[src/verilog/rv32_settings.svh]
`ifndef RV32_SETTINGS_SVH
`define RV32_SETTINGS_SVH

// instruction memory depth in words
`define RV32_IMEM_WORDS 256

`define RV32_DMEM_WORDS 256 // data memory depth in words

`define RV32_RESET_PC 32'h0000_0000 // first fetch address

`endif
[src/verilog/rv32_pkg.sv]
`default_nettype none

package rv32_pkg;
    typedef logic [31:0] word_t;     // data, address or instruction
    typedef logic [4:0]  reg_addr_t; // register number
    typedef logic [3:0]  alu_op_t;
    typedef logic [1:0]  branch_op_t;

    // ALU codes follow {funct7[5], funct3} of the R-type encoding
    localparam alu_op_t alu_add      = 4'b0000;
    localparam alu_op_t alu_sub      = 4'b1000;
    localparam alu_op_t alu_sll      = 4'b0001;
    localparam alu_op_t alu_slt      = 4'b0010;
    localparam alu_op_t alu_sltu     = 4'b0011;
    localparam alu_op_t alu_xor      = 4'b0100;
    localparam alu_op_t alu_srl      = 4'b0101;
    localparam alu_op_t alu_sra      = 4'b1101;
    localparam alu_op_t alu_or       = 4'b0110;
    localparam alu_op_t alu_and      = 4'b0111;
    localparam alu_op_t alu_pass_imm = 4'b1111; // lui

    localparam branch_op_t branch_none = 2'd0;
    localparam branch_op_t branch_beq  = 2'd1;
    localparam branch_op_t branch_bne  = 2'd2;
    localparam branch_op_t branch_jump = 2'd3; // jal, always taken
endpackage

`default_nettype wire

[src/verilog/rv32_hazard.sv]
`default_nettype none

module rv32_hazard (
    input  rv32_pkg::reg_addr_t decode_rs1,
    input  rv32_pkg::reg_addr_t decode_rs2,
    input  rv32_pkg::reg_addr_t decode_rd,
    input  logic                decode_mem_read_en,
    input  logic                decode_rd_writeback,
    input  logic                branch_taken,
    output logic                fetch_stall,
    output logic                fetch_flush,
    output logic                decode_stall,
    output logic                decode_flush,
    output logic                execute_flush
);
    logic load_use; // load in execute feeds the instruction being decoded

    assign load_use = decode_mem_read_en && decode_rd_writeback && decode_rd != 5'd0
                      && (decode_rd == decode_rs1 || decode_rd == decode_rs2);

    // the wrong-path load does not matter once a branch is taken
    assign fetch_stall = load_use && !branch_taken;
    assign decode_stall = fetch_stall;

    assign fetch_flush = branch_taken;
    assign decode_flush = branch_taken;
    assign execute_flush = branch_taken;
endmodule

`default_nettype wire

[config.mk]
export PLATFORM = sky130hd
export DESIGN_NAME = rv32_hazard
export DESIGN_NICKNAME = d
export VERILOG_FILES = /design/src/verilog/rv32_settings.svh /design/src/verilog/rv32_pkg.sv /design/src/verilog/rv32_hazard.sv
export SDC_FILE = /design/constraint.sdc
export NUM_CORES = 1
export LEC_CHECK = 0
export ABC_AREA = 1
export BUFFER_PORTS_ARGS = -buffer_cell sky130_fd_sc_hd__buf_2
export CELL_PAD_IN_SITES_DETAIL_PLACEMENT = 0
export CELL_PAD_IN_SITES_GLOBAL_PLACEMENT = 1
export CORE_AREA = 2 2 39 41
export DETAILED_ROUTE_END_ITERATION = 8
export DIE_AREA = 0 0 41 43
export PLACE_DENSITY_LB_ADDON = 0.1
export REMOVE_ABC_BUFFERS = 1
export SLEW_MARGIN = 10
export SYNTH_ARGS = -nofsm -noshare
export SYNTH_HDL_FRONTEND = slang
export SYNTH_SLANG_ARGS = --single-unit
export TNS_END_PERCENT = 30
[constraint.sdc]
create_clock -name vclk -period 0.8
set_input_delay 0.08 -clock vclk [all_inputs]
set_output_delay 0.08 -clock vclk [all_outputs]
set_load 0.02 [all_outputs]
**Word level (Yosys, flattened, before mapping)**

Cells that the tools add are included.

- Equality and inequality tests: 2
- Reductions and logical operators: 7

Operator list:

| operator | count |
|---|---|
| equality test 5 bit | 2 |
| nonzero test 5 bit | 1 |
| logical AND 1 bit | 4 |
| logical NOT 1 bit | 1 |
| logical OR 1 bit | 1 |

- Register bits: 0
- Input bits: 18
- Output and inout port bits: 5
- Word-level logic and storage cells: 9

**Logic depth before layout (Yosys ltp)**

Gate-level depths: netlist (run 1).

- Word-level depth: 4
- Mapped depth: 7
- Depth with buffers taken out: 6

**Worst setup path after synthesis (run 1)**

OpenSTA, ideal clock, no wires.

- Path kind: input to output
- Start: in decode_rs2[4]
- End: out fetch_stall
- Arrival time: 0.850 ns
- Data required time: 0.720 ns
- Slack: -0.130 ns
- Cell stages on the path: 7
- Buffers on the path: 1
- Cell sequence: inv_1 -> nand2_1 -> nand2_2 -> nor2_2 -> nand3_1 -> a21oi_2 -> buf_4

- Cells in the longest elaborated chain, start to end: 4

RTL lines:

| element | RTL line | RTL |
|---|---|---|
| from (decl) | rv32_hazard.sv:5 | `input rv32_pkg::reg_addr_t decode_rs2,` |
| equality test 5 bit | rv32_hazard.sv:19 | `&& (decode_rd == decode_rs1 \|\| decode_rd == decode_rs2);` |
| logical OR 1 bit | rv32_hazard.sv:19 |  |
| logical AND 1 bit | rv32_hazard.sv:19 |  |
| logical AND 1 bit | rv32_hazard.sv:22 | `assign fetch_stall = load_use && !branch_taken;` |
| to (decl) | rv32_hazard.sv:10 | `output logic fetch_stall,` |

Every way passes these cells.

**Worst setup path in the final report (run 1)**

- Start: in decode_rd[1]
- End: out decode_stall

- Cells in the longest elaborated chain, start to end: 4
- Elaborated cells on any way between the ends: 7
- Classes of those cells: eq/ne (2); reduce/logical (5)

RTL lines:

| element | RTL line | RTL |
|---|---|---|
| from (decl) | rv32_hazard.sv:6 | `input rv32_pkg::reg_addr_t decode_rd,` |
| equality test 5 bit / nonzero test 5 bit (equally long branches) | rv32_hazard.sv:19, rv32_hazard.sv:18 |  |
| logical OR 1 bit / logical AND 1 bit (equally long branches) | rv32_hazard.sv:19, rv32_hazard.sv:18 |  |
| logical AND 1 bit * | rv32_hazard.sv:19 |  |
| logical AND 1 bit * | rv32_hazard.sv:22 |  |
| to (decl) | rv32_hazard.sv:12 | `output logic decode_stall,` |

Every way passes the cells marked *; elsewhere a longest branch is shown, timed or not.

==> results of run 1 <==
==> metal layers <==
metal / up-vias / wire, um
met1: 128 / 270
met3: 0 / 33
met5: - / 0
met2: 9 / 299
met4: 0 / 0
li1: 184 / -
==> worst max-delay path: stages <==
cell and delay, ns:
buf_8 0.10, xor2_2 0.16, nor2_2 0.12, nand3_2 0.09, a21oi_2 0.17, buf_4 0.16
==> kinds of logic after synthesis <==
kind of cell           count (synthesis)
AO/OA/AOI/OAI                          1
XOR/XNOR                               3
buffers and inverters                 16
AND/OR/NAND/NOR                       30
==> cell usage in the layout (no fill, tap or decap) <==
cell type and count:
nand2_1 15, nor2_1 3, a21oi_2 1, buf_6 2, buf_8 1, nand3_1 1
buf_4 3, nor2_4 1, nand3_2 1, nor2_2 5, inv_2 3, inv_1 9
buf_2 18, xnor2_1 2, xor2_2 1, nand4_1 2, nand2_2 2
==> power breakdown <==
part / switching (mW) / internal [mW]
Sequential: 0 / 0
Combinational: 0.0967 / 0.0924
Clock: 0 / 0
Total: 0.0967 / 0.0924
==> path summary, 6_finish.rpt <==
kind / startpoint / to
setup / recovery: decode_rd[1] / decode_stall
hold / removal: branch_taken / fetch_flush
==> final cells by class <==
type	instances	area [um^2]	share of cell area [%]
timing repair buffer	24	150	36.8
tap	16	20.0	4.91
multi-input combinational	34	193	47.2
inverter	12	45.0	11.0
==> through the flow <==
stage	setup TNS, ns	area (um^2)	power [mW]	util [%]	hold WS [ns]
finish	-0.320	408	0.189	29.5	0.414
global route	-0.452	408	0.211	29.5	0.438
CTS	-0.329	355	0.163	25.7	0.418
detailed placement	-0.342	350	0.161	25.3	0.417
global placement	-0.292	350	0.162	25.3	0.417
floorplan	-0.140	208	0.0697	-	0.160
==> repair_timing <==
action / in CTS / in global routing
setup endpoints to repair: 2 / 2
gates resized for setup: 2 / 15
pin swaps: 0 / 6
==> results.cfg, run 1 <==
[status]
status = complete, but fails checks
violations = negative setup slack

[worst_setup_path]
path_max_fanout = 3
crit_arrival_ns = 0.89
crit_type = in2out
crit_required_ns = 0.72
start_kind = input port
endpoint_kind = primary output

[cells_and_area]
area_growth_pct = 71.6
layout.nets = 90
antenna_cells = 0
final.clkbuf_count = 0
drive_above_1_share_pct = 54.3
ff_latch_area_um2 = 0
fin_cells = 86
fill_cells = 173
flops_and_latches = 0

[yosys]
yosysUniqueCellTypes = 12
synth-simple-area-share_pct = 53.7
synth_adder_area_share_pct = 0
ys_seq_area_share_pct = 0
synth_area_leader_cell = nand2_1
netlist_area_um2 = 238
syn_avg_cell_area_um2 = 4.75
synth_mux_area_share_pct = 0
synth_top_area_share_pct = 23.7
yosys_warnings = 0
yosysMostFrequentCell = nand2_1
syn-instance-count = 50
synth_area_leaders = nand2_1, inv_1, buf_4
synth_xor_area_share_pct = 11.1
synth_top_family_by_area = simple AND/OR/NAND/NOR gates
synthTopCellsByCount = nand2_1, inv_1, nor2_1
synth_compound_area_share_pct = 3.68

[grt]
grt_util_met2_pct = 12.5
antenna_found_initial = 0
grt.busiest_layer = met2
grt_max_degree = 5
use_met1_pct = 10.4
grt_pass1_wl_um = 952
grt_overflow = 0
grt_use_total_pct = 7.29
grt_pass1_vias = 265
grtUsageMet3_pct = 0

[die]
io_pins = 23
die_w_um = 41
std_cell_rows = 14
die_area_um2 = 1760
fp.dieH_um = 43
initial_core_util_pct = 17.2
core_area_um2 = 1380

[placement]
dp.cells = 86
routabilityCongestion = 0.641
dp_slack_ns = -0.172
io_buffers = 23
dp.final_hpwl_um = 528

[cts]
postCtsHoldBufs = 0
cts_setup_buffers = 0

[sta]
fmax_mhz = 1030
hold_viol = 0
relSlewSlack_pct = 88.1
tightest_slew_ns = 0.177
setup_viol = 2
layout_setup_ws_ns = -0.173
period_share_pct = 122
rsz0062_at_grt = yes
slew_violations = 0
period_needed_ns = 0.973

[detailed_routing]
vias = 321
drt_iter0_markers = 0
drt_wl_total_um = 603
final_antenna_net_count = 0
dr.pass1.iters = 1
drc = 0
wl_per_cell_um = 7.01
vias_per_cell = 3.73

[pwr]
power.density_nw_per_um2 = 463
p_leak_nw = 0.251
ir_drop_uv = 90.2

[hold_path]
min_path_cells = 2
holdCritPathClass = in2out

[job]
drv_cap = 0
Power figures use the tool's default switching activity.
==> run 2, diff against run 1 <==
MAX_ROUTING_LAYER = met4   (was unset)
clock period = 1.1 ns   (was 0.8 ns; I/O delays follow)
==> run 2 against run 1 <==
The run now ends clean. Via count down 0.31%. Non-clock buffer count down 1. Combinational power down 34%. Wire length down 0.83%. Critical path depth unchanged. Sequential share of layout area unchanged. Count of clock-buffer cells in the layout unchanged. Flip-flop and latch count unchanged. First-iteration DRC count unchanged. Worst hold slack better by 0.062 ns. Final area down 8.3%. Total power down 34%. Highest routed layer unchanged.
==> results.cfg, run 2 (synthesized netlist as in run 1, its figures left out) <==
[die]
std_cell_rows = 14
initial_core_util_pct = 17.2
core_area_um2 = 1380
die_area_um2 = 1760
die_w_um = 41
io_pins = 23
fp.dieH_um = 43

[worst_setup_path]
start_kind = input port
critical-path-top-delay-family = buffers and inverters
slowest_delay_ns = 0.16
cpMaxStageDelayCell = a21oi_2
crit_required_ns = 0.99
crit_type = in2out
path_cells = buf_8, xor2_1, nor2_1, nand3_1, a21oi_2, buf_4
path_buf_inv = 2
endpoint_kind = primary output
crit_arrival_ns = 0.91
path_max_fanout = 3

[detailed_routing]
vias = 320
drc = 0
vias_per_cell = 3.76
drt_wl_total_um = 598
wl_per_cell_um = 7.04
drt_iter0_markers = 0
final_antenna_net_count = 0
dr.pass1.iters = 1

[pwr]
power.density_nw_per_um2 = 331
p_total_uw = 124
ir_drop_uv = 71.7
p_leak_nw = 0.243

[cells_and_area]
drive_above_1_share_pct = 46.4
final.clkbuf_count = 0
final_core_util_pct = 27.0
flops_and_latches = 0
layout_common_cells = buf_2, nand2_1, inv_1
antenna_cells = 0
fin_cells = 85
area_growth_pct = 57.4
layout.nets = 89
ff_latch_area_um2 = 0
final_cell_area_um2 = 374
layout_commonest_cell = buf_2
fill_cells = 173

[grt]
grt_use_total_pct = 7.88
grt_pass1_wl_mm = 1.04
antenna_found_initial = 0
grt_pass1_vias = 296
grt_overflow = 0
grt_max_degree = 5

[sta]
period_needed_ns = 1.02
setup_viol = 0
hold_slack_ns = 0.476
relSlewSlack_pct = 90.5
hold_viol = 0
layout_setup_ws_ns = 0.0826
tightest_slew_ns = 0.141
fin_setup_tns_ns = 0
slew_violations = 0
fmax_mhz = 983
rsz0062_at_grt = yes
period_share_pct = 92.5

[placement]
io_buffers = 23
routabilityCongestion = 0.667
dp.final_hpwl_um = 542
dp_slack_ns = 0.0825
placed_area_um2 = 343
dp.cells = 85

[hold_path]
holdCritPathClass = in2out

[status]
status = finished clean

[cts]
cts_setup_buffers = 0
postCtsHoldBufs = 0

[job]
drv_cap = 0
run 2: layout make-up:
type,count,area [um^2],area share [%]
multi-input combinational,34,168,44.8
tap,16,20.0,5.35
inverter,12,45.0,12.0
timing repair buffer,23,141,37.8
run 2: worst paths after layout:
path                     endpoint          from  slack (ns)  cells past startpoint
worst min-delay path  fetch_flush  branch_taken        0.48                      2
worst max-delay path  fetch_stall  decode_rd[1]        0.08                      6
run 2: where the power goes:
part	internal, mW	switching [mW]
logic	0.0615	0.0624
registers	0	0
clock network	0	0
total	0.0615	0.0624
run 2: routing by layer:
| layer | up-vias | routed length, um | GRT usage [%] |
|---|---|---|---|
| li1 | 181 | - | - |
| met1 | 130 | 244 | 10.8 |
| met2 | 9 | 315 | 13.4 |
| met3 | 0 | 37 | 0 |
| met4 | 0 | 0 | 0 |
| met5 | - | 0 | - |
run 2: timing repair:
item                       CTS  global route
resized for setup            0            11
hold endpoints to repair     0             0
setup endpoints to repair    0             2
